## config.mk

```make
export PLATFORM = sky130hd
export DESIGN_NAME = boot_rom
export DESIGN_NICKNAME = d
export VERILOG_FILES = /design/src/source/soc_pkg.sv /design/src/source/boot_rom.sv
export SDC_FILE = /design/constraint.sdc
export NUM_CORES = 1
export LEC_CHECK = 0
export ABC_AREA = 1
export BUFFER_PORTS_ARGS = -buffer_cell sky130_fd_sc_hd__buf_2
export CAP_MARGIN = 20
export CORE_UTILIZATION = 22
export DETAILED_ROUTE_END_ITERATION = 10
export PLACE_DENSITY = 0.76
export SLEW_MARGIN = 15
export SYNTH_ARGS = -nofsm -noshare
export SYNTH_HDL_FRONTEND = slang
export SYNTH_SLANG_ARGS = --single-unit
```

## constraint.sdc

```tcl
create_clock -name clk_i -period 1.4 [get_ports clk_i]
set_clock_uncertainty 0.15 [all_clocks]
set_input_delay 0.28 -clock clk_i [delete_from_list [all_inputs] [get_ports clk_i]]
set_output_delay 0.28 -clock clk_i [all_outputs]
set_load 0.1 [all_outputs]
```

## src/source/soc_pkg.sv

```systemverilog
/* Address map, bus types and timing constants shared by the harness and its testbench.
   Regions decode on the top address nibble only; every target aliases inside its region. */
package soc_pkg;

  // ------------------------------
  // Widths
  // ------------------------------
  localparam int unsigned ADDR_WIDTH = 32;
  localparam int unsigned DATA_WIDTH = 32;
  localparam int unsigned BE_WIDTH   = DATA_WIDTH / 8;

  // Word index bits inside one region
  localparam int unsigned REGION_WORD_WIDTH = ADDR_WIDTH - 6;

  // ------------------------------
  // Targets
  // ------------------------------
  localparam int unsigned ROM_WORDS      = 16;
  localparam int unsigned ROM_IDX_WIDTH  = $clog2(ROM_WORDS);
  localparam logic [15:0] ROM_TAG        = 16'hB007;
  localparam int unsigned SRAM_WORDS     = 256;
  localparam int unsigned SRAM_IDX_WIDTH = $clog2(SRAM_WORDS);

  localparam int unsigned CLINT_MTIME_OFS    = 0;
  localparam int unsigned CLINT_MTIMECMP_OFS = 1;

  localparam int unsigned DEBUG_DELAY_CYCLES = 20;
  localparam int unsigned DEBUG_CNT_WIDTH    = $clog2(DEBUG_DELAY_CYCLES + 1);

  // One-hot select positions in the decoder
  localparam int unsigned NUM_TGT   = 4;
  localparam int unsigned TGT_ROM   = 0;
  localparam int unsigned TGT_CLINT = 1;
  localparam int unsigned TGT_SRAM  = 2;
  localparam int unsigned TGT_ERR   = 3;

  typedef enum logic [3:0] {
    REGION_ROM   = 4'h0,
    REGION_CLINT = 4'h1,
    REGION_GPIO  = 4'h2,
    REGION_DRAM  = 4'h8
  } region_e;

  typedef struct packed {
    region_e               region;
    logic [ADDR_WIDTH-5:0] offset;
  } soc_addr_map_t;

  typedef struct packed {
    logic [ADDR_WIDTH-3:0] index;
    logic [1:0]            byte_ofs;
  } soc_addr_word_t;

  // Decoder reads the map view, targets the word view
  typedef union packed {
    soc_addr_map_t  map;
    soc_addr_word_t word;
  } soc_addr_u;

  typedef struct packed {
    logic                  we;
    soc_addr_u             addr;
    logic [BE_WIDTH-1:0]   be;
    logic [DATA_WIDTH-1:0] wdata;
  } bus_req_t;

  typedef struct packed {
    logic [DATA_WIDTH-1:0] rdata;
    logic                  err;
  } bus_rsp_t;

endpackage

```

## src/source/boot_rom.sv

```systemverilog
/* Read-only table of ROM_WORDS words, indexed modulo its size. Writes get err and change nothing */
`timescale 1ns/1ns

module boot_rom (
  input  logic              clk_i,
  input  logic              rst_ni,
  input  logic              req_i,
  input  soc_pkg::bus_req_t req_data_i,
  output logic              ack_o,
  output soc_pkg::bus_rsp_t rsp_o
);
  import soc_pkg::*;

  logic                     ack_q;
  bus_rsp_t                 rsp_q;
  logic [ROM_IDX_WIDTH-1:0] idx;
  logic [DATA_WIDTH-1:0]    rom_word;

  assign idx = req_data_i.addr.word.index[ROM_IDX_WIDTH-1:0];

  // Tag, zero byte, then the word index
  assign rom_word = {ROM_TAG, 8'h00, {(8 - ROM_IDX_WIDTH){1'b0}}, idx};

  always_ff @(posedge clk_i or negedge rst_ni) begin
    if (!rst_ni) begin
      ack_q <= 1'b0;
    end else begin
      ack_q <= req_i;
    end
  end

  // Response captured once per transaction
  always_ff @(posedge clk_i) begin
    if (req_i && !ack_q) begin
      if (req_data_i.we) begin
        rsp_q.rdata <= '0;
        rsp_q.err   <= 1'b1;
      end else begin
        rsp_q.rdata <= rom_word;
        rsp_q.err   <= 1'b0;
      end
    end
  end

  assign ack_o = ack_q;
  assign rsp_o = rsp_q;

endmodule

```

# [Yosys cells after proc, flatten, opt, wreduce, memory -nomap -nowiden]
# Index checks and enable logic that the tools add are counted.
[totals] register_bits=34 input_bits=72 output_inout_bits=34 word_cells=7
[classes] n_mux=1 reduce_logical=2
[ops] op="33-bit two-way mux" count=1
[ops] op="1-bit logical AND" count=1
[ops] op="1-bit logical NOT" count=1

# [Depth between registers and ports, before layout]
[depth] ltp_word=2 depth_mapped=2 ltp_nobuf=2

# [Worst setup path before layout]
# OpenSTA, ideal clock, no wires.
[synth_timing] path_type="reg2out" start="register, netlist name rsp_o[30]" end="output port rsp_o[18] in the netlist's numbering" arrival_ps=1414 required_ps=970 setup_slack_ps=-444 stages_incl_launch_ff=2 n_path_buf=1 path_cell_list="edfxtp_1 > buf_4"
[synth_lines] element="end: declaration" line_no="boot_rom.sv:10" rtl="output soc_pkg::bus_rsp_t rsp_o"

# [Worst setup path in the final report]
[layout_timing] start="register rsp_q, in the netlist rsp_o[30]" end="output port rsp_o[30] in the netlist's numbering"
[layout_lines] element="start: declaration" line_no="boot_rom.sv:15" rtl="bus_rsp_t rsp_q;"
# No word-level cell between the ends.

==> impl_metrics.ini <==
[outcome]
status = complete, but fails checks
violations = negative setup slack

[place]
dpl.hpwl_um = 557
gp_congestion = 0.532
place_ws_ps = 25.5
numPortBuffers = 19

[floorplan]
pin_count = 106
die_h_um = 47.4
start_util_pct = 23.3
dieArea_um2 = 2240
rows = 16
coreArea_um2 = 1940
fp.dieW_um = 47.4

[worst_setup_path]
end_kind = output pin
r2r_cells = 1
crit_chain = buf_12 > buf_12
cp-start-kind = flop
worstPathMaxFanout = 6
reg2reg_slack_ps = 220
crit_path_start = rsp_o[30]$_DFFE_PP_
crit_path_end = rsp_o[30]
cp_slowest_stage_delay_ps = 400
path_class = flop to output pin
worstPathArrival_ps = 990
timing.critical_path.mode_cell = buf_12
required_ps = 970
crit_slowest_cell = edfxtp_1
r2r_end = rsp_o[0]$_DFFE_PP_
r2r_start = ack_o$_DFF_PN0_

[power]
power_mw = 0.876
switching_share_pct = 52.4
power_leakage_nw = 0.354
switchingPower_mw = 0.459
p_int_mw = 0.417
peakVddDrop_uv = 403
p_per_area_nw_per_um2 = 1240
pwr-share-comb_pct = 51.7
power_frac_clock_pct = 20.2
seq_power_share_pct = 28.1

[logic_synthesis]
synth-seq-cells = 7
ys_seq_area_share_pct = 45.3
netlist_instances = 46
ys_warn_count = 0
yosys.area.top_type = buf_4
synth_area_per_cell_um2 = 9.85
mappedNetlistArea_um2 = 453
yosys.area.top_type_share_pct = 44.8
synth_area_leaders = buf_4, edfxtp_1, dfrtp_1
synth_cell_type_count = 6

[drt]
antenna_left = 0
vias = 288
drt_first_iter_violations = 1
routed_via_density = 3.10
routedWlPerCell_um = 7.18
drcViolationCount = 0
routed_wirelength_um = 668
first_pass_iters = 2

[grt]
gr-usage-all-layers_pct = 6.87
grt_max_degree = 7
grt_antenna_before_repair = 0
overflow = 0
grt_pass1_vias = 207
grt_pass1_wl_um = 890

[timing]
finalSetupTns_ps = -94.4
finalSetupViolCount = 6
rsz0062_at_grt = yes
period_needed_ps = 1420
timing.final.crit_share_pct = 101
hold_violations = 0
slew_violations = 0
clock.fmax_mhz = 706
finalWorstSetupSlack_ps = -16.7

[clock_network]
cts_tree = built
cts-root-buf = clkbuf_4
clk_pin_slew_ps = 50
clock_latency_ps = 250
clockBufferDepth = 2
numClockSinks = 7
h-tree-depth = 1
numCtsBuffers = 3
ctsResizeCount = 0

[hold_path]
hold_path_class = input pin to flop
min_path_cells = 1

[cells_and_area]
nets = 139
antenna_cells = 0
area_delta_synth_final_pct = 56.4
layout_commonest_cell = conb_1
drive_above_1_share_pct = 37.9
multiInputGateArea_um2 = 104
nFillCells = 193
regArea_um2 = 206
final_cell_mix = conb_1, buf_12, buf_2

[job]
cap_violations = 0
==> final cells by class <==
type | instances | share of cell area [%]
inverter | 6 | 3.18
tap | 27 | 4.77
multi-input combinational | 27 | 14.7
clock buffer | 4 | 3.71
sequential | 7 | 29.2
timing repair buffer | 22 | 44.5
==> power by group through the flow <==
stage	sequential, mW	combinational, mW	clock (mW)
2_1_floorplan	0.308	0.366	0
5_1_grt	0.246	0.463	0.204
3_5_place_dp	0.255	0.437	0
3_3_place_gp	0.254	0.435	0
4_1_cts	0.246	0.453	0.182
6_report	0.246	0.453	0.177
==> cells in the mapped netlist <==
cell      instances
inv_1             6
edfxtp_1          6
dfrtp_1           1
buf_4            27
conb_1            1
nor2_1            5
==> per-layer routing <==
layer  part of all wire, %  GRT usage [%]  routed length, µm  vias to the layer above
li1                      -              -                  -                      128
met1                    23           4.92                156                      127
met2                    59           11.0                397                       31
met3                    14           3.08                 95                        2
met4                   2.8           10.3                 19                        0
met5                     0              0                  0                        -
==> per-stage QoR <==
step	std cells	hold slack (ps)	util, %	area, µm²
5_1_grt	93	142	36.5	708
4_1_cts	93	141	36.5	708
3_5_place_dp	86	-94.3	33.1	642
3_3_place_gp	86	-94.4	33.1	642
6_report	93	144	36.5	708
2_1_floorplan	67	-166	-	554
==> cells by family after synthesis <==
family / count (synthesis) / synth area share, %
buffers and inverters: 33 / 49.7
and+or+nand+nor: 5 / 4.14
other: 1 / 0.828
DFF: 7 / 45.3
==> state kept, by name (all words and copies together), names as in the netlist <==
name,flops
rsp_o,6
ack_o,1
==> worst min-delay path by stage <==
stage                    from                 end
2_1_floorplan          rst_ni     ack_o$_DFF_PN0_
3_3_place_gp           rst_ni     ack_o$_DFF_PN0_
3_5_place_dp           rst_ni     ack_o$_DFF_PN0_
4_1_cts        req_data_i[68]  rsp_o[0]$_DFFE_PP_
5_1_grt        req_data_i[68]  rsp_o[0]$_DFFE_PP_
6_report       req_data_i[68]  rsp_o[0]$_DFFE_PP_
==> worst max-delay path: cells and delay by family (launching register included) <==
family	cells	cell delay (ps)
flip-flops	1	400
buffers and inverters	2	330
==> timing repair <==
item                       in CTS  in global routing
pin swaps                       0                  0
hold buffers                    2                  0
setup endpoints to repair       6                  6
setup buffers                   1                  0
hold endpoints to repair        2                  0
Power figures use the tool's default switching activity.
