### src/source/soc_pkg.sv
/* Address map, bus types and timing constants shared by the harness and its testbench.
   Regions decode on the top address nibble only; every target aliases inside its region. */
package soc_pkg;

  // ------------------------------
  // Widths
  // ------------------------------
  localparam int unsigned ADDR_WIDTH = 32;
  localparam int unsigned DATA_WIDTH = 32;
  localparam int unsigned BE_WIDTH   = DATA_WIDTH / 8;

  // Word index bits inside one region
  localparam int unsigned REGION_WORD_WIDTH = ADDR_WIDTH - 6;

  // ------------------------------
  // Targets
  // ------------------------------
  localparam int unsigned ROM_WORDS      = 16;
  localparam int unsigned ROM_IDX_WIDTH  = $clog2(ROM_WORDS);
  localparam logic [15:0] ROM_TAG        = 16'hB007;
  localparam int unsigned SRAM_WORDS     = 256;
  localparam int unsigned SRAM_IDX_WIDTH = $clog2(SRAM_WORDS);

  localparam int unsigned CLINT_MTIME_OFS    = 0;
  localparam int unsigned CLINT_MTIMECMP_OFS = 1;

  localparam int unsigned DEBUG_DELAY_CYCLES = 20;
  localparam int unsigned DEBUG_CNT_WIDTH    = $clog2(DEBUG_DELAY_CYCLES + 1);

  // One-hot select positions in the decoder
  localparam int unsigned NUM_TGT   = 4;
  localparam int unsigned TGT_ROM   = 0;
  localparam int unsigned TGT_CLINT = 1;
  localparam int unsigned TGT_SRAM  = 2;
  localparam int unsigned TGT_ERR   = 3;

  typedef enum logic [3:0] {
    REGION_ROM   = 4'h0,
    REGION_CLINT = 4'h1,
    REGION_GPIO  = 4'h2,
    REGION_DRAM  = 4'h8
  } region_e;

  typedef struct packed {
    region_e               region;
    logic [ADDR_WIDTH-5:0] offset;
  } soc_addr_map_t;

  typedef struct packed {
    logic [ADDR_WIDTH-3:0] index;
    logic [1:0]            byte_ofs;
  } soc_addr_word_t;

  // Decoder reads the map view, targets the word view
  typedef union packed {
    soc_addr_map_t  map;
    soc_addr_word_t word;
  } soc_addr_u;

  typedef struct packed {
    logic                  we;
    soc_addr_u             addr;
    logic [BE_WIDTH-1:0]   be;
    logic [DATA_WIDTH-1:0] wdata;
  } bus_req_t;

  typedef struct packed {
    logic [DATA_WIDTH-1:0] rdata;
    logic                  err;
  } bus_rsp_t;

endpackage

### src/source/debug_gate.sv
/* Blocks debug requests for DEBUG_DELAY_CYCLES cycles after reset and while debug is disabled */
`timescale 1ns/1ns

module debug_gate (
  input  logic clk_i,
  input  logic rst_ni,
  input  logic debug_req_i,
  input  logic debug_enable_i,
  output logic debug_req_o
);
  import soc_pkg::*;

  logic [DEBUG_CNT_WIDTH-1:0] cnt_q;
  logic                       window_open;

  assign window_open = (cnt_q == '0);

  // Counts down once after reset and parks at zero
  always_ff @(posedge clk_i or negedge rst_ni) begin
    if (!rst_ni) begin
      cnt_q <= DEBUG_CNT_WIDTH'(DEBUG_DELAY_CYCLES);
    end else if (!window_open) begin
      cnt_q <= cnt_q - 1'b1;
    end
  end

  assign debug_req_o = window_open && debug_req_i && debug_enable_i;

  a_blocked_in_window: assert property (@(posedge clk_i) disable iff (!rst_ni)
    (cnt_q != '0) |-> !debug_req_o);

endmodule

### config.mk
export PLATFORM = sky130hd
export DESIGN_NAME = debug_gate
export DESIGN_NICKNAME = d
export VERILOG_FILES = /design/src/source/soc_pkg.sv /design/src/source/debug_gate.sv
export SDC_FILE = /design/constraint.sdc
export NUM_CORES = 1
export LEC_CHECK = 0
export ABC_AREA = 1
export BUFFER_PORTS_ARGS = -buffer_cell sky130_fd_sc_hd__buf_2
export CORE_AREA = 2 2 39 41
export CTS_CLUSTER_SIZE = 28
export DETAILED_ROUTE_END_ITERATION = 12
export DIE_AREA = 0 0 41 43
export SLEW_MARGIN = 40
export SYNTH_ARGS = -nofsm -noshare
export SYNTH_HDL_FRONTEND = slang
export SYNTH_SLANG_ARGS = --single-unit
### constraint.sdc
create_clock -name clk_i -period 2.5 [get_ports clk_i]
set_clock_uncertainty 0.2 [all_clocks]
set_input_delay 0.5 -clock clk_i [delete_from_list [all_inputs] [get_ports clk_i]]
set_output_delay 0.5 -clock clk_i [all_outputs]
set_load 0.02 [all_outputs]
Yosys cells after proc, flatten, opt, wreduce, memory -nomap -nowiden
Cells that the tools add are included.
{ "totals": {"register_bits": 5, "input_bits": 4, "output_inout_bits": 1, "wordCells": 5} }
{ "classes": {"add_sub_neg": 1, "reduce_logical": 3} }
{ "ops": {"columns": ["cell", "count"], "rows": [
  ["$logic_not 5->1", 1],
  ["$sub 5x1->5 const B", 1],
  ["$logic_and 1x1->1", 2]
]} }

Logic depth before layout (Yosys ltp)
{ "logic_depth": {"word_depth": 3, "mapped_depth": 7, "depth_no_buf": 7} }

Worst setup path before layout
Ideal clock, no wire load.
{ "synth_path": {"kind": "flip-flop to output port", "start": "register cnt_q[0]", "end": "output port debug_req_o", "arrival_ns": 1.153, "t_required_ns": 1.800, "slack_ns": 0.647, "stages_incl_launch_ff": 7, "path_buffers": 0, "path_cell_list": "dfrtp_1 inv_1 ha_1 inv_1 nor2_4 nand2_4 nor2_1"} }
{ "synth_via": {"elab_chain_cells": 3} }
{ "synth_rtl": {"columns": ["element", "line_no", "text"], "rows": [
  ["start, declared", "debug_gate.sv:13", "logic [DEBUG_CNT_WIDTH-1:0] cnt_q;"],
  ["start signal, assigned", "debug_gate.sv:21", "cnt_q <= DEBUG_CNT_WIDTH'(DEBUG_DELAY_CYCLES);"],
  ["start signal, assigned", "debug_gate.sv:23", "cnt_q <= cnt_q - 1'b1;"],
  ["$logic_not 5->1", "debug_gate.sv:16", "assign window_open = (cnt_q == '0);"],
  ["$logic_and 1x1->1 (2 in a row)", "debug_gate.sv:27", "assign debug_req_o = window_open && debug_req_i && debug_enable_i;"],
  ["end, declared", "debug_gate.sv:9", "output logic debug_req_o"]
]} }
No other way between the ends.

Worst setup path after layout
Ends and elaborated chain as after synthesis.

==> impl_metrics.json <==
{
  "final_cell_mix": "inv_1 (7), nand2_1 (5), nor2_1 (4), nand3_1 (4), buf_2 (4)",
  "first_pass_iters": 2,
  "htreeDepth": 1,
  "grt_pass1_wl_microns": 910,
  "initial_core_util_pct": 22.4,
  "synthXorXnorAreaFrac_pct": 0,
  "largest_reg_flops": 5,
  "synthCells": 37,
  "timing.final.crit_share_pct": 84.5,
  "r2r-end": "cnt_q[1]",
  "synthMuxAreaShare_pct": 0,
  "totalWireLength_microns": 482,
  "outcome": "completed",
  "worstPathMaxFanout": 6,
  "rr_worst_depth": 7,
  "rsz0062_at_grt": "no",
  "min_period_ns": 2.11,
  "grt_max_degree": 7,
  "grt_usage_pct": 8.39,
  "stdcell_count": 62,
  "cts_tree": "done",
  "cap_viol_max_count": 0,
  "cts-root-buf": "clkbuf_4",
  "required_ns": 1.80,
  "cp-start-kind": "flip-flop",
  "num_vias": 236,
  "hp-start": "cnt_q[0]",
  "layout.nets": 53,
  "die_y_microns": 43,
  "io_buffers": 4,
  "num_antenna_cells": 0,
  "clk_latency_ns": 0.23,
  "dp_hpwl_microns": 380,
  "hold-path-endpoint": "cnt_q[0]",
  "drtAntennaViolNets": 0,
  "synthAdderAreaFrac_pct": 8.06,
  "vias_per_cell": 3.81,
  "drv_slew": 0,
  "chipWidth_microns": 41,
  "hold_path_class": "flip-flop to flip-flop",
  "globalplace.congestion": 0.655,
  "post-place-cells": 57,
  "syn_area_sq_um": 310,
  "final_common_cell": "inv_1",
  "drtIter0Drc": 2,
  "ys_ff_latch": 5,
  "overflow": 0,
  "synth_top_family_by_area": "simple AND/OR/NAND/NOR gates",
  "worst_slew_pin_slew_ns": 0.167,
  "clock_path_buffers": 2,
  "drc": 0,
  "synth_top_area_share_pct": 24.2,
  "synth_area_leader_cell": "dfrtp_1",
  "antenna_found_initial": 0,
  "reg_top3": "cnt_q x5",
  "arrival_ns": 1.41,
  "p_per_area_nw_per_um2": 461,
  "synth_compound_area_share_pct": 6.05,
  "setup_violations": 0,
  "r2r_start": "cnt_q[0]",
  "synth.distinct_cells": 13,
  "leakage_uw": 0.000198,
  "hold-path-cell-count": 2,
  "die_area_sq_um": 1760,
  "max_freq_ghz": 0.473,
  "yosysSeqAreaShare_pct": 41.1,
  "vdd_ir_drop_max_uv": 178,
  "boundaryPins": 5,
  "wl_per_cell_microns": 7.77,
  "largest-register": "cnt_q",
  "cts_buffers": 3,
  "synthTopCellsByArea": "dfrtp_1 (24%), dfstp_2 (17%), inv_1 (8.5%)",
  "r2r_slack_ns": 1.14,
  "finalSetupTns_ns": 0,
  "final_hold_viol_count": 0,
  "synth_area_per_cell_sq_um": 8.39,
  "grt_pass1_vias": 229,
  "placed_cell_area_sq_um": 350,
  "cts_sinks": 5,
  "ys_warn_count": 0,
  "drive_above_1_share_pct": 37.0,
  "syn_nets": 43,
  "cts_setup_buffers": 0,
  "endpoint_kind": "primary output",
  "clk_pin_slew_ns": 0.04,
  "coreArea_sq_um": 1380,
  "synthSimpleGateAreaFrac_pct": 36.3,
  "critPathKind": "flip-flop to primary output",
  "stdcell_area_sq_um": 387,
  "syn2layout_area_growth_pct": 24.6,
  "rows": 14,
  "maxSlewHeadroom_pct": 88.9
}
## critical path, stage by stage (launching register included)
cell	delay, ns
dfrtp_1	0.36
inv_1	0.13
ha_1	0.16
inv_1	0.06
nor2_4	0.12
nand2_4	0.09
nor2_1	0.08
buf_2	0.16
## per-stage QoR
step | total power (uW) | setup WS (ns) | utilization [%] | hold WS, ns
finish | 178 | 0.387 | 27.9 | 0.309
global route | 190 | 0.235 | 27.9 | 0.354
CTS | 185 | 0.351 | 27.9 | 0.317
detailed placement | 88.6 | 0.606 | 25.3 | 0.116
global placement | 88.5 | 0.613 | 25.3 | 0.115
floorplan | 84.3 | 0.647 | - | 0.00441
## worst max path at each step
stage / startpoint / to / slack, ns / cells past startpoint
2_1_floorplan: cnt_q[0] / debug_req_o / 0.65 / 6
3_3_place_gp: cnt_q[0] / debug_req_o / 0.61 / 7
3_5_place_dp: cnt_q[0] / debug_req_o / 0.61 / 7
4_1_cts: cnt_q[0] / debug_req_o / 0.35 / 7
5_1_grt: cnt_q[0] / debug_req_o / 0.24 / 7
6_report: cnt_q[0] / debug_req_o / 0.39 / 7
## cells by family (layout without fill, tap and decap cells)
kind of cell	count (synthesis)	in the layout
adders and majority gates	2	2
and+or+nand+nor	20	20
DFF	5	5
AOI/OAI and AO/OA	3	3
buffers and inverters	7	16
## synth_stat cells
library cell	count
nor2_4	2
o21ai_2	1
nand3_1	4
dfrtp_1	3
dfstp_2	2
inv_1	7
nor2_1	4
ha_1	2
nand2_2	2
nand2_4	1
nand2_1	5
nor2_2	2
a21oi_1	2
## final cells by class
type,instances,area [sq um]
Inverter,7,26.3
Sequential cell,5,128
Clock buffer,4,26.3
Timing Repair Buffer,5,30.0
Fill cell,151,997
Tap cell,16,20.0
Multi-Input combinational cell,25,156
## timing repair
item | CTS | global route
gates resized for setup | 0 | 0
hold endpoints to repair | 3 | 0
hold buffers | 1 | 0
## layer usage
| metal | up-vias | routed length, microns | global-route usage (%) |
|---|---|---|---|
| li1 | 132 | - | - |
| met1 | 98 | 230 | 10.2 |
| met2 | 4 | 220 | 9.69 |
| met3 | 2 | 22 | 1.57 |
| met4 | 0 | 8 | 12.0 |
| met5 | - | 0 | 0 |
## power breakdown
group / switching [uW] / internal [uW] / total, uW
clock network: 29.6 / 60.1 / 89.7
registers: 0 / 81.4 / 81.4
logic: 3.51 / 3.59 / 7.11
total: 33.1 / 145 / 178
No activity file was read; power rests on OpenSTA's default activity.
