**src/source/soc_pkg.sv**
```systemverilog
/* Address map, bus types and timing constants shared by the harness and its testbench.
   Regions decode on the top address nibble only; every target aliases inside its region. */
package soc_pkg;

  // ------------------------------
  // Widths
  // ------------------------------
  localparam int unsigned ADDR_WIDTH = 32;
  localparam int unsigned DATA_WIDTH = 32;
  localparam int unsigned BE_WIDTH   = DATA_WIDTH / 8;

  // Word index bits inside one region
  localparam int unsigned REGION_WORD_WIDTH = ADDR_WIDTH - 6;

  // ------------------------------
  // Targets
  // ------------------------------
  localparam int unsigned ROM_WORDS      = 16;
  localparam int unsigned ROM_IDX_WIDTH  = $clog2(ROM_WORDS);
  localparam logic [15:0] ROM_TAG        = 16'hB007;
  localparam int unsigned SRAM_WORDS     = 256;
  localparam int unsigned SRAM_IDX_WIDTH = $clog2(SRAM_WORDS);

  localparam int unsigned CLINT_MTIME_OFS    = 0;
  localparam int unsigned CLINT_MTIMECMP_OFS = 1;

  localparam int unsigned DEBUG_DELAY_CYCLES = 20;
  localparam int unsigned DEBUG_CNT_WIDTH    = $clog2(DEBUG_DELAY_CYCLES + 1);

  // One-hot select positions in the decoder
  localparam int unsigned NUM_TGT   = 4;
  localparam int unsigned TGT_ROM   = 0;
  localparam int unsigned TGT_CLINT = 1;
  localparam int unsigned TGT_SRAM  = 2;
  localparam int unsigned TGT_ERR   = 3;

  typedef enum logic [3:0] {
    REGION_ROM   = 4'h0,
    REGION_CLINT = 4'h1,
    REGION_GPIO  = 4'h2,
    REGION_DRAM  = 4'h8
  } region_e;

  typedef struct packed {
    region_e               region;
    logic [ADDR_WIDTH-5:0] offset;
  } soc_addr_map_t;

  typedef struct packed {
    logic [ADDR_WIDTH-3:0] index;
    logic [1:0]            byte_ofs;
  } soc_addr_word_t;

  // Decoder reads the map view, targets the word view
  typedef union packed {
    soc_addr_map_t  map;
    soc_addr_word_t word;
  } soc_addr_u;

  typedef struct packed {
    logic                  we;
    soc_addr_u             addr;
    logic [BE_WIDTH-1:0]   be;
    logic [DATA_WIDTH-1:0] wdata;
  } bus_req_t;

  typedef struct packed {
    logic [DATA_WIDTH-1:0] rdata;
    logic                  err;
  } bus_rsp_t;

endpackage

```
**src/source/clint_timer.sv**
```systemverilog
/* 32-bit mtime stepped by rising edges of rtc_i, which must be slower than half of clk_i.
   Only mtime and mtimecmp exist; other word offsets answer with err. */
`timescale 1ns/1ns

module clint_timer (
  input  logic              clk_i,
  input  logic              rst_ni,
  input  logic              rtc_i,
  input  logic              req_i,
  input  soc_pkg::bus_req_t req_data_i,
  output logic              ack_o,
  output soc_pkg::bus_rsp_t rsp_o,
  output logic              timer_irq_o
);
  import soc_pkg::*;

  logic [2:0]                   rtc_sync_q;
  logic                         rtc_tick;
  logic [DATA_WIDTH-1:0]        mtime_q;
  logic [DATA_WIDTH-1:0]        mtimecmp_q;
  logic                         ack_q;
  logic                         irq_q;
  logic                         accept;
  logic                         hit_mtime;
  logic                         hit_cmp;
  logic [REGION_WORD_WIDTH-1:0] ofs;
  bus_rsp_t                     rsp_q;

  // Two stages of synchronizer, third stage for edge detect
  assign rtc_tick = rtc_sync_q[1] && !rtc_sync_q[2];

  assign ofs       = req_data_i.addr.word.index[REGION_WORD_WIDTH-1:0];
  assign hit_mtime = (ofs == REGION_WORD_WIDTH'(CLINT_MTIME_OFS));
  assign hit_cmp   = (ofs == REGION_WORD_WIDTH'(CLINT_MTIMECMP_OFS));
  assign accept    = req_i && !ack_q;

  always_ff @(posedge clk_i or negedge rst_ni) begin
    if (!rst_ni) begin
      rtc_sync_q <= '0;
      ack_q      <= 1'b0;
      irq_q      <= 1'b0;
      mtime_q    <= '0;
      mtimecmp_q <= '1;
    end else begin
      rtc_sync_q <= {rtc_sync_q[1:0], rtc_i};
      ack_q      <= req_i;
      irq_q      <= (mtime_q >= mtimecmp_q);
      // A bus write wins over a tick in the same cycle
      if (accept && req_data_i.we && hit_mtime) begin
        mtime_q <= req_data_i.wdata;
      end else if (rtc_tick) begin
        mtime_q <= mtime_q + 1'b1;
      end
      if (accept && req_data_i.we && hit_cmp) begin
        mtimecmp_q <= req_data_i.wdata;
      end
    end
  end

  always_ff @(posedge clk_i) begin
    if (accept) begin
      rsp_q.err <= !(hit_mtime || hit_cmp);
      if (req_data_i.we) begin
        rsp_q.rdata <= '0;
      end else if (hit_mtime) begin
        rsp_q.rdata <= mtime_q;
      end else if (hit_cmp) begin
        rsp_q.rdata <= mtimecmp_q;
      end else begin
        rsp_q.rdata <= '0;
      end
    end
  end

  assign ack_o       = ack_q;
  assign rsp_o       = rsp_q;
  assign timer_irq_o = irq_q;

  a_irq_off_when_cmp_max: assert property (@(posedge clk_i) disable iff (!rst_ni)
    (mtimecmp_q == '1 && mtime_q < mtimecmp_q) |=> !timer_irq_o);

endmodule

```
**config.mk**
```make
export PLATFORM = sky130hd
export DESIGN_NAME = clint_timer
export DESIGN_NICKNAME = d
export VERILOG_FILES = /design/src/source/soc_pkg.sv /design/src/source/clint_timer.sv
export SDC_FILE = /design/constraint.sdc
export NUM_CORES = 1
export LEC_CHECK = 0
export BUFFER_PORTS_ARGS = -buffer_cell sky130_fd_sc_hd__buf_2
export CORE_ASPECT_RATIO = 0.9
export CORE_MARGIN = 3
export CORE_UTILIZATION = 38
export CTS_BUF_LIST = sky130_fd_sc_hd__clkbuf_8
export CTS_CLUSTER_DIAMETER = 80
export DETAILED_ROUTE_END_ITERATION = 8
export GPL_ROUTABILITY_DRIVEN = 0
export REMOVE_ABC_BUFFERS = 1
export SYNTH_ARGS = -nofsm -noshare
export SYNTH_HDL_FRONTEND = slang
export SYNTH_SLANG_ARGS = --single-unit
```
**constraint.sdc**
```tcl
create_clock -name clk_i -period 3.1 [get_ports clk_i]
set_clock_uncertainty 0.2 [all_clocks]
set_input_delay 0.62 -clock clk_i [delete_from_list [all_inputs] [get_ports clk_i]]
set_output_delay 0.62 -clock clk_i [all_outputs]
set_load 0.005 [all_outputs]
```
# Yosys cells after proc, flatten, opt, wreduce, memory -nomap -nowiden

Index checks and enable logic that the tools add are counted.

Bits in registers: 102
Bits of input ports: 73
Output and inout bits: 35

Add/sub/neg operators: 1
Magnitude comparators: 1
Eq/ne operators: 1
Multiplexer cells: 4
Reduce and logical (&&, ||, !) cells: 11

Operators by type and width:

| cell                  | count |
|---|---|
| $mux 32               | 4 |
| $add 32x1->32 const B | 1 |
| $ge 32x32->1          | 1 |
| $eq 26x1->1 const B   | 1 |
| $logic_not 26->1      | 1 |
| $logic_and 1x1->1     | 5 |
| $logic_not 1->1       | 3 |
| $reduce_bool 2->1     | 1 |
| $logic_or 1x1->1      | 1 |

# Depth between registers and ports, before layout

Gate-level depths: netlist of run 1.

Depth after elaboration: 5
Gate-level depth with buffers: 7
Gate-level depth less buffers: 7

# Least setup slack after synthesis of run 1

OpenSTA, ideal clock, no wires.

Path kind: input to register
Start point: input req_i
End point: register mtime_q[31]
Arrival time: 3.280 ns
Required time: 2.831 ns
Slack: -0.448 ns
Stages on the path: 6
Path through: nor2b_1 nand2_1 nor4_4 clkbuf_1 nand2_1 nand3_1

Longest elaborated chain between the ends: 4
Elaborated cells on any way between the ends: 5
Those cells by class: mux: 1; reduce/logical: 4

Ends and longest elaborated chain:

| what                                                | line              | RTL |
|---|---|---|
| start: declaration                                  | clint_timer.sv:9  | `input logic req_i,` |
| $logic_and 1x1->1 (*)                               | clint_timer.sv:35 | `assign accept = req_i && !ack_q;` |
| $logic_and 1x1->1 (*) (2 in a row)                  | clint_timer.sv:49 | `if (accept && req_data_i.we && hit_mtime) begin` |
| $mux 32 / $reduce_bool 2->1 (equally long branches) | -                 |  |
| end signal: assignment                              | clint_timer.sv:50 | `mtime_q <= req_data_i.wdata;` |
| end signal: assignment                              | clint_timer.sv:52 | `mtime_q <= mtime_q + 1'b1;` |
| end: declaration                                    | clint_timer.sv:19 | `logic [DATA_WIDTH-1:0] mtime_q;` |

Mark *: on every way between the ends. The rest lies on a longest branch, timed or not.
A chain may end at the register's enable or synchronous reset.

# Worst setup path in the final report of run 1

Start point: register mtime_q[3]
End point: register mtime_q[29]

Longest elaborated chain between the ends: 3

Ends and longest elaborated chain:

| what          | line              | RTL |
|---|---|---|
| $add 32x1->32 | clint_timer.sv:52 |  |
| $mux 32       | clint_timer.sv:51 | `end else if (rtc_tick) begin` |
| $mux 32       | clint_timer.sv:49 |  |

No other way between the ends. The select of a mux whose other input is x is not followed.

==> results.ini, run 1 <==
[status]
outcome=finished, final reports clean

[final_layout]
synthToLayoutAreaGrowth_pct=16.2
post_route_cells_drive_above_1_share=0.309
nets=706
antenna_cells=0
finalNonFillerCells=798

[setup_path]
crit_required_ns=3.15
worst_path_largest_cell_delay_ns=0.53
end_kind=flip-flop
crit_path_max_fanout=11
worst_path_max_delay_cell=nor4_1
startpoint=mtime_q[3]
startpoint_type=flip-flop
path_class=reg2reg
ff2ff_path_depth=5
arrival_ns=2.54
reg2reg_from=mtime_q[3]
crit_chain=and4_1 > nand3_2 > nor4_1 > a21boi_0 > o31a_1

[route]
viasPerCell=4.96
num_vias=3959
ant_nets=0
wl_per_cell_um=15.6
drc_errors=0
drt-initial-drc-count=217
routed_wl_mm=12.5
drtPass1Iterations=4

[logic_synthesis]
avgSynthCellArea_um2=10.9
synth_cell_types=49
synth_warnings=0
ys_seq_area_frac=0.500
synth-seq-cells=102
synth_edf_count=33
synth_cells=505
ys.flop_type=dfrtp_1
synth_area_mm2=0.00551
synth-async-reset-ratio=0.676

[pwr]
leakage_nw=2.56
power.total_mw=2.81
ir_drop_mv=0.177
power.density_mw_per_mm2=439

[floorplan]
start_util=0.391
rows=41
die_area_mm2=0.0160
fp.dieH_um=120
die_w_um=133
io-pin-count=108
core_mm2=0.0141

[cts]
cts_tree=yes
numCtsBuffers=9
cts.repair.resized=0
path_clk_slew_ns=0.09
root_buffer=clkbuf_8
clock_sinks=102
ctsHoldBuffers=0
cts_max_path_buffers=2
post_cts_buffers=0
clk_latency_ns=0.36
htreeDepth=3

[timing]
hold_ws_ns=0.0881
worst_slew_margin_rel=0.584
drv_slew=0
fmax_ghz=0.402
fin_crit_ns=2.48
worst_pin_slew_ns=0.623
hold_viol=0
fin_crit_sh=0.801
setup_viol=0
rsz0062_at_grt=no

[place]
io_buffers=97
hpwl_mm=8.73
dp_cells=782

[global_routing]
grt_max_degree=64
grt_pass1_vias=4014
antenna_found_initial=0
gr-total-overflow=0
grt_pass1_wl_mm=20.9
grt_usage=0.163

[hold_path]
hold_path_class=in2async

[run]
drv_cap=0

==> per-layer routing <==
layer	vias to the layer above	routed length, µm	share of wire	track usage
met5	-	0	0	0
met2	79	5600	0.45	0.253
met3	10	492	0.040	0.0229
li1	1978	-	-	-
met4	0	155	0.012	0.0526
met1	1892	6200	0.50	0.234
==> final timing paths <==
| path | slack (ns) | to |
|---|---|---|
| worst max-delay path | 0.62 | mtime_q[29] |
| worst min-delay path | 0.09 | rtc_sync_q[0] |
| worst max register to register | 0.62 | mtime_q[29] |
| worst min register to register | 0.16 | rtc_sync_q[1] |
| max in group asynchronous | 2.22 | mtimecmp_q[30] |
| min in group clk_i | 0.16 | rtc_sync_q[0] |
==> Yosys cell counts, types with 5 or more instances <==
master | number | area (µm²)
nand2_1 | 45 | 169
nor2_1 | 39 | 146
dfrtp_1 | 37 | 926
inv_1 | 37 | 139
edfxtp_1 | 33 | 991
ha_1 | 33 | 413
mux2i_1 | 33 | 330
dfstp_2 | 32 | 841
o21ai_0 | 32 | 160
mux2_2 | 31 | 349
xnor2_1 | 19 | 166
clkbuf_1 | 15 | 56.3
nand3_1 | 15 | 75.1
nor4_1 | 12 | 75.1
a21oi_1 | 10 | 50.1
nand4_1 | 9 | 56.3
xor2_1 | 9 | 78.8
nor3_1 | 8 | 40.0
and4_1 | 6 | 52.6
a21o_1 | 5 | 37.5
==> through the flow <==
step                setup TNS (ns)  utilization  instance area (µm²)  setup WS [ns]
floorplan                   -71.20            -                 5410          -1.36
global placement                 0        0.442                 6230          0.488
detailed placement               0        0.442                 6230          0.389
CTS                              0        0.454                 6400          0.552
global route                     0        0.454                 6400          0.372
finish                           0        0.454                 6400          0.615
==> final cells by class <==
class	count	area [µm²]
Fill cell	1362	7700
Multi-Input combinational cell	344	2520
Clock buffer	11	151
Sequential cell	102	2760
Clock inverter	5	20.0
Timing Repair Buffer	106	578
Tap cell	193	241
Inverter	37	139
==> report_power, final <==
group	total, mW	switching (mW)	internal, mW
logic	0.438	0.221	0.217
registers	1.61	0.133	1.48
clock network	0.764	0.439	0.325
==> layout by cell type, fill, tap and decap left out, types with 4 or more instances in the layout <==
cell | synthesis | routed
mux2_2 | 31 | 31
and3_1 | 4 | 4
o21ai_0 | 32 | 32
or3_1 | 4 | 4
nand3_1 | 15 | 15
dfstp_2 | 32 | 32
nand2_1 | 45 | 45
a21oi_1 | 10 | 10
clkbuf_8 | 0 | 11
xor2_1 | 9 | 9
mux2i_1 | 33 | 33
xnor2_1 | 19 | 19
buf_4 | 4 | 7
inv_1 | 37 | 41
ha_1 | 33 | 33
and4_1 | 6 | 6
nor4_1 | 12 | 12
buf_2 | 1 | 97
edfxtp_1 | 33 | 33
nor3_1 | 8 | 8
nor2_1 | 39 | 39
dfrtp_1 | 37 | 37
a21o_1 | 5 | 5
nand4_1 | 9 | 9
==> critical path, delay by kind of cell (launching register included) <==
| kind | cells | cell delay, ns |
|---|---|---|
| flops | 1 | 0.48 |
| compound gates | 2 | 0.48 |
| simple gates | 3 | 1.22 |
==> registers in the layout, summed over array words and instances (netlist names) <==
signal	cells
rsp_o	33
mtime_q	32
mtimecmp_q	32
rtc_sync_q	3
ack_o	1
timer_irq_o	1
==> logic make-up (layout without fill, tap and decap cells) <==
group	count (synthesis)	in the layout	synth area share
and+or+nand+nor	159	159	0.148
DFF	102	102	0.500
muxes	65	65	0.125
AOI/OAI and AO/OA	59	59	0.0622
buffers and inverters	59	159	0.0447
adders and majority gates	33	33	0.0749
xor gates and xnor gates	28	28	0.0445
Note: power is estimated with default switching activity, not from simulation.
==> run 2: changes to the inputs <==
- ABC_AREA: default -> 1
- clock period: 3.1 -> 2.5 ns (I/O delays scaled with it)
==> results.ini, run 2 <==
[cts]
cts.repair.resized=0  ; unchanged
clock_sinks=102  ; unchanged
clk_latency_ns=0.39  ; +0.03 ns
path_clk_slew_ns=0.09  ; about the same
numCtsBuffers=9  ; unchanged
cts_max_path_buffers=2  ; unchanged
htreeDepth=3  ; unchanged
cts_tree=yes
root_buffer=clkbuf_8

[timing]
drv_slew=0  ; unchanged
hold_viol=0  ; unchanged
fmax_ghz=0.512  ; +27%
fin_crit_sh=0.782  ; -0.0197
worst_slack_ns=0.546  ; -0.0699 ns
setup_viol=0  ; unchanged
worst_pin_slew_ns=0.660  ; +0.0363 ns
worst_slew_margin_rel=0.560  ; -0.0242
fin_crit_ns=1.95  ; -0.530 ns
rsz0062_at_grt=no

[final_layout]
layout_common_cells=220 x nand2_1, 98 x nor2_1, 97 x buf_2
synthToLayoutAreaGrowth_pct=14.9
largest_register_ffs=33  ; unchanged
finalNonFillerCells=1094  ; +37%
post_route_cells_drive_above_1_share=0.211  ; -0.0983
antenna_cells=0  ; unchanged
nets=993  ; +41%
layout_commonest_cell=nand2_1

[global_routing]
grt_pass1_vias=5216  ; +30%
antenna_found_initial=0  ; unchanged
gr-total-overflow=0  ; unchanged
grt_max_degree=70  ; +9.4%
grt_usage=0.184  ; +0.0212
grt_pass1_wl_mm=26.5  ; +27%

[setup_path]
crit_path_max_fanout=18  ; +7
end_kind=flip-flop
startpoint_type=flip-flop
crit_required_ns=2.59  ; -0.56 ns
reg2reg_from=ack_o
r2r_end=mtime_q[7]
ff2ff_setup_slack_ns=0.55  ; -0.07 ns
ff2ff_path_depth=7  ; +2
path_class=reg2reg
arrival_ns=2.05  ; -0.49 ns

[pwr]
p_sw_frac=0.292  ; +0.0102
pwr-share-seq=0.547  ; -0.026
ir_drop_mv=0.294  ; +66%
p_sw_mw=1.01  ; +27%
leakage_nw=3.47  ; +35%
pwr-share-comb=0.158  ; +0.002
pwr-share-clk=0.295  ; +0.024
power.total_mw=3.45  ; +23%
power.internal_mw=2.44  ; +21%
power.density_mw_per_mm2=484  ; +10%

[hold_path]
hp-start=req_i
hold_end=ack_o
hold_path_class=in2reg
hold_depth=1

[route]
top_layer_used=met4
ant_nets=0  ; unchanged
viasPerCell=4.93  ; -0.58%
wl_met3_um=893  ; +82%
drtPass1Iterations=4  ; unchanged
drt-initial-drc-count=258  ; +19%
num_vias=5396  ; +36%
routed_wl_mm=15.9  ; +27%
routed-wl-met2_mm=6.78  ; +21%
met1_length_mm=7.90  ; +27%
wl_per_cell_um=14.5  ; -7.1%
drc_errors=0  ; unchanged

[logic_synthesis]
synthTopCellsByArea=edfxtp_1 16%, dfrtp_1 15%, dfstp_2 14%, nand2_1 13%, ha_1 6.7%
yosysMostFrequentCell=nand2_1
synth-seq-cells=102  ; unchanged
ys_seq_area_frac=0.444  ; -0.0557
synth.top_cell.area_share=0.160  ; -0.0200
synth_warnings=0  ; unchanged
synth_cells=789  ; +56%
avgSynthCellArea_um2=7.86  ; -28%
synth-async-reset-ratio=0.676  ; unchanged
synth_edf_count=33  ; unchanged
synth_cell_types=35  ; -29%
ys.flop_type=dfrtp_1
yosysTopAreaCell=edfxtp_1
synth_commonest_cells=220 x nand2_1, 99 x nor2_1, 79 x inv_1
synth_area_mm2=0.00620  ; +13%

[floorplan]
io-pin-count=108  ; unchanged
fp.dieH_um=127  ; +5.8%
rows=43  ; +4.9%
start_util=0.395  ; +0.00409
die_area_mm2=0.0179  ; +12%
die_w_um=141  ; +5.8%
core_mm2=0.0157  ; +11%

[place]
hpwl_mm=11.6  ; +33%
io_buffers=97  ; unchanged
pre_cts_ws_ns=0.243  ; -0.145 ns
dp_cells=1076  ; +38%

[run]
drv_cap=0  ; unchanged

[status]
outcome=finished, final reports clean

-- run 2: cells by family after synthesis --
group,after synthesis,synth area share
compound gates,105,0.0918
xor+xnor,7,0.00988
fa+ha+maj,33,0.0665
buf+inv,108,0.0780
flops,102,0.444
simple gates,434,0.309
-- run 2: worst max-delay path: stages, from the launching register on --
cell	delay, ns
dfrtp_1	0.45
nor3b_4	0.31
nand4_4	0.32
inv_2	0.13
buf_4	0.25
nand2_1	0.08
nand2_1	0.07
inv_1	0.03
-- run 2: worst max-delay path by stage --
stage                   start          end  cells after the start
2_1_floorplan           req_i     rsp_o[0]                      2
3_3_place_gp   req_data_i[43]   mtime_q[7]                     10
3_5_place_dp   req_data_i[41]   mtime_q[7]                     10
4_1_cts                 ack_o   mtime_q[7]                      7
5_1_grt            mtime_q[1]  mtime_q[14]                      9
6_report                ack_o   mtime_q[7]                      7
-- run 2: repair_timing --
| item | in CTS | in global routing |
|---|---|---|
| endpoints found under the hold margin | 38 | 0 |
| setup buffers | 0 | 0 |
| hold buffers | 2 | 0 |
-- run 2: power groups by stage --
| stage | Sequential [mW] | Clock (mW) | Combinational (mW) |
|---|---|---|---|
| global route | 1.91 | 1.13 | 0.632 |
| CTS | 1.89 | 1.07 | 0.549 |
| floorplan | 1.90 | 0 | 0.342 |
| global placement | 1.92 | 0 | 0.537 |
| detailed placement | 1.92 | 0 | 0.544 |
| finish | 1.89 | 1.02 | 0.544 |
-- run 2: routing by layer --
| metal | up-vias | global-route usage |
|---|---|---|
| li1 | 2768 | - |
| met1 | 2492 | 0.267 |
| met2 | 120 | 0.279 |
| met3 | 16 | 0.0434 |
| met4 | 0 | 0.0444 |
| met5 | - | 0 |
-- run 2: through the flow --
| stage | TNS (ns) | hold slack [ns] | instance area, µm² | util |
|---|---|---|---|---|
| 2_1_floorplan | -2.77 | 0.00441 | 6030 | - |
| 3_3_place_gp | 0 | 0.132 | 6930 | 0.441 |
| 3_5_place_dp | 0 | 0.137 | 6930 | 0.441 |
| 4_1_cts | 0 | 0.0126 | 7130 | 0.454 |
| 5_1_grt | 0 | 0.0184 | 7130 | 0.454 |
| 6_report | 0 | 0.0318 | 7130 | 0.454 |
-- run 2: cell type report --
type                       count  area, µm²
clock buffer                   9        124
clock inverter                 7       57.6
fill                        1615       8580
inverter                      82        308
multi-input combinational    579       2980
sequential                   102       2760
tap                          202        253
timing repair buffer         113        648
==> run 3: changes to the inputs <==
- clock period: 2.5 -> 1.59 ns (I/O delays scaled with it)
==> results.ini, run 3 (same netlist as run 2, synthesis figures left out) <==
[setup_path]
path_class=reg2reg
r2r_end=timer_irq_o
worst_path_most_repeated_cell=nand2_1
worst_path_max_delay_cell=dfstp_2
arrival_ns=1.94  ; -0.11 ns
crit_path_max_fanout=3  ; -15
reg2reg_from=mtimecmp_q[15]
startpoint_type=flip-flop
worst_path_largest_cell_delay_ns=0.54  ; +0.09 ns
ff2ff_setup_slack_ns=-0.21  ; -0.76 ns
ff2ff_path_depth=8  ; +1
crit_chain=inv_1 > ha_4 > nand4_1 > a21oi_1 > nor2_2 > nand2_1 > nand2_1 > nand2_1
end_kind=flip-flop
crit_required_ns=1.73  ; -0.86 ns

[global_routing]
grt_max_degree=70  ; unchanged
antenna_found_initial=0  ; unchanged
grt_pass1_vias=6031  ; +16%
grt_usage=0.213  ; +0.0288
gr-total-overflow=0  ; unchanged
grt_pass1_wl_mm=30.5  ; +15%

[route]
drt-initial-drc-count=388  ; +50%
wl_per_cell_um=16.2  ; +12%
drc_errors=0  ; unchanged
ant_nets=0  ; unchanged
viasPerCell=5.02  ; +1.8%
drtPass1Iterations=5  ; +1
num_vias=6311  ; +17%
routed_wl_mm=20.4  ; +28%

[hold_path]
hold_depth=3  ; +2
hold_end=mtimecmp_q[11]
hp-start=req_data_i[11]
hold_path_class=in2reg

[timing]
fin_crit_ns=1.80  ; -0.152 ns
rsz0062_at_grt=yes
hold_ws_ns=0.0241  ; -0.00772 ns
setup_viol=64  ; +64
worst_slew_margin_rel=0.713  ; +0.153
worst_slack_ns=-0.212  ; -0.758 ns
hold_viol=0  ; unchanged
fmax_ghz=0.555  ; +8.4%
drv_slew=0  ; unchanged
fin_setup_tns_ns=-6.27  ; -6.27 ns
worst_pin_slew_ns=0.430  ; -0.230 ns
fin_crit_sh=1.13  ; +0.352

[final_layout]
finalNonFillerCells=1257  ; +15%
antenna_cells=0  ; unchanged
layout_common_cells=157 x nand2_1, 103 x buf_4, 96 x buf_2
layout_commonest_cell=nand2_1
final_core_util=0.624  ; +0.170
fin_area_mm2=0.00980  ; +37%
post_route_cells_drive_above_1_share=0.500  ; +0.290
nets=1156  ; +16%
synthToLayoutAreaGrowth_pct=58.0
largest_register_ffs=33  ; unchanged

[place]
dp_cells=1171  ; +8.8%
hpwl_mm=12.6  ; +8.9%
io_buffers=97  ; unchanged
pre_cts_ws_ns=-0.305  ; -0.548 ns
dpl-instance-area_mm2=0.00774  ; +12%

[pwr]
ir_drop_mv=0.588  ; +100%
power.density_mw_per_mm2=641  ; +32%
power.total_mw=6.28  ; +82%
leakage_nw=4.62  ; +33%

[cts]
root_buffer=clkbuf_8
path_clk_slew_ns=0.10  ; about the same
cts_max_path_buffers=2  ; unchanged
cts_tree=yes
htreeDepth=3  ; unchanged
numCtsBuffers=9  ; unchanged
clock_sinks=102  ; unchanged
clk_latency_ns=0.39  ; about the same

[floorplan]
fp.dieH_um=127  ; unchanged
core_mm2=0.0157  ; unchanged
start_util=0.395  ; unchanged
die_area_mm2=0.0179  ; unchanged
die_w_um=141  ; unchanged
io-pin-count=108  ; unchanged
rows=43  ; unchanged

[status]
violations=setup timing
outcome=finished with violations

[run]
drv_cap=0  ; unchanged

[run 3: cell types whose count changed in the layout (fill, tap and decap cells not counted), sizes merged]
cell         delta
bufinv          -1
buf           +126
dlygate4sd3    +32
inv             +1
clkbuf          +6
clkinvlp        -1
[run 3: final cells by class]
| cell class | count | area (µm²) |
|---|---|---|
| tap | 202 | 253 |
| clock inverter | 6 | 22.5 |
| sequential | 102 | 2770 |
| timing repair buffer | 276 | 2320 |
| clock buffer | 10 | 138 |
| fill | 1319 | 5910 |
| inverter | 82 | 328 |
| multi-input combinational | 579 | 3970 |
[run 3: per-layer routing]
metal	GRT usage	part of all wire
met1	0.301	0.45
met2	0.340	0.48
met3	0.0314	0.050
met4	0.0638	0.019
met5	0	0
[run 3: critical path, delay by kind of cell (launching register included)]
family,cells,cell delay (ns)
AOI/OAI and AO/OA,1,0.21
DFF,1,0.54
and+or+nand+nor,5,0.43
adders and majority gates,1,0.29
buffers and inverters,1,0.08
[run 3: worst max path at each step]
stage                         startpoint           to  slack, ns  cells past startpoint
after detailed placement  req_data_i[43]    rsp_o[10]      -0.31                      9
after global routing      mtimecmp_q[10]  timer_irq_o      -0.34                      9
after CTS                  mtimecmp_q[9]  timer_irq_o      -0.18                     10
final                     mtimecmp_q[15]  timer_irq_o      -0.21                      8
after global placement    req_data_i[43]    rsp_o[26]      -0.31                      9
after floorplan                    ack_o     rsp_o[0]      -0.88                      1
[run 3: repair_timing]
action                                 in CTS  in global routing
cloned                                      4                  6
endpoints found under the hold margin      99                  0
pin swaps                                  51                 56
gates resized for setup                   131                200
buffers inserted                           22                  9
hold buffers                               34                  0
setup endpoints to repair                  56                 68
[run 3: where the power goes]
group	switching [mW]	total, mW	internal [mW]
combinational	0.941	1.81	0.873
sequential	0.162	2.99	2.83
clock	0.898	1.48	0.582
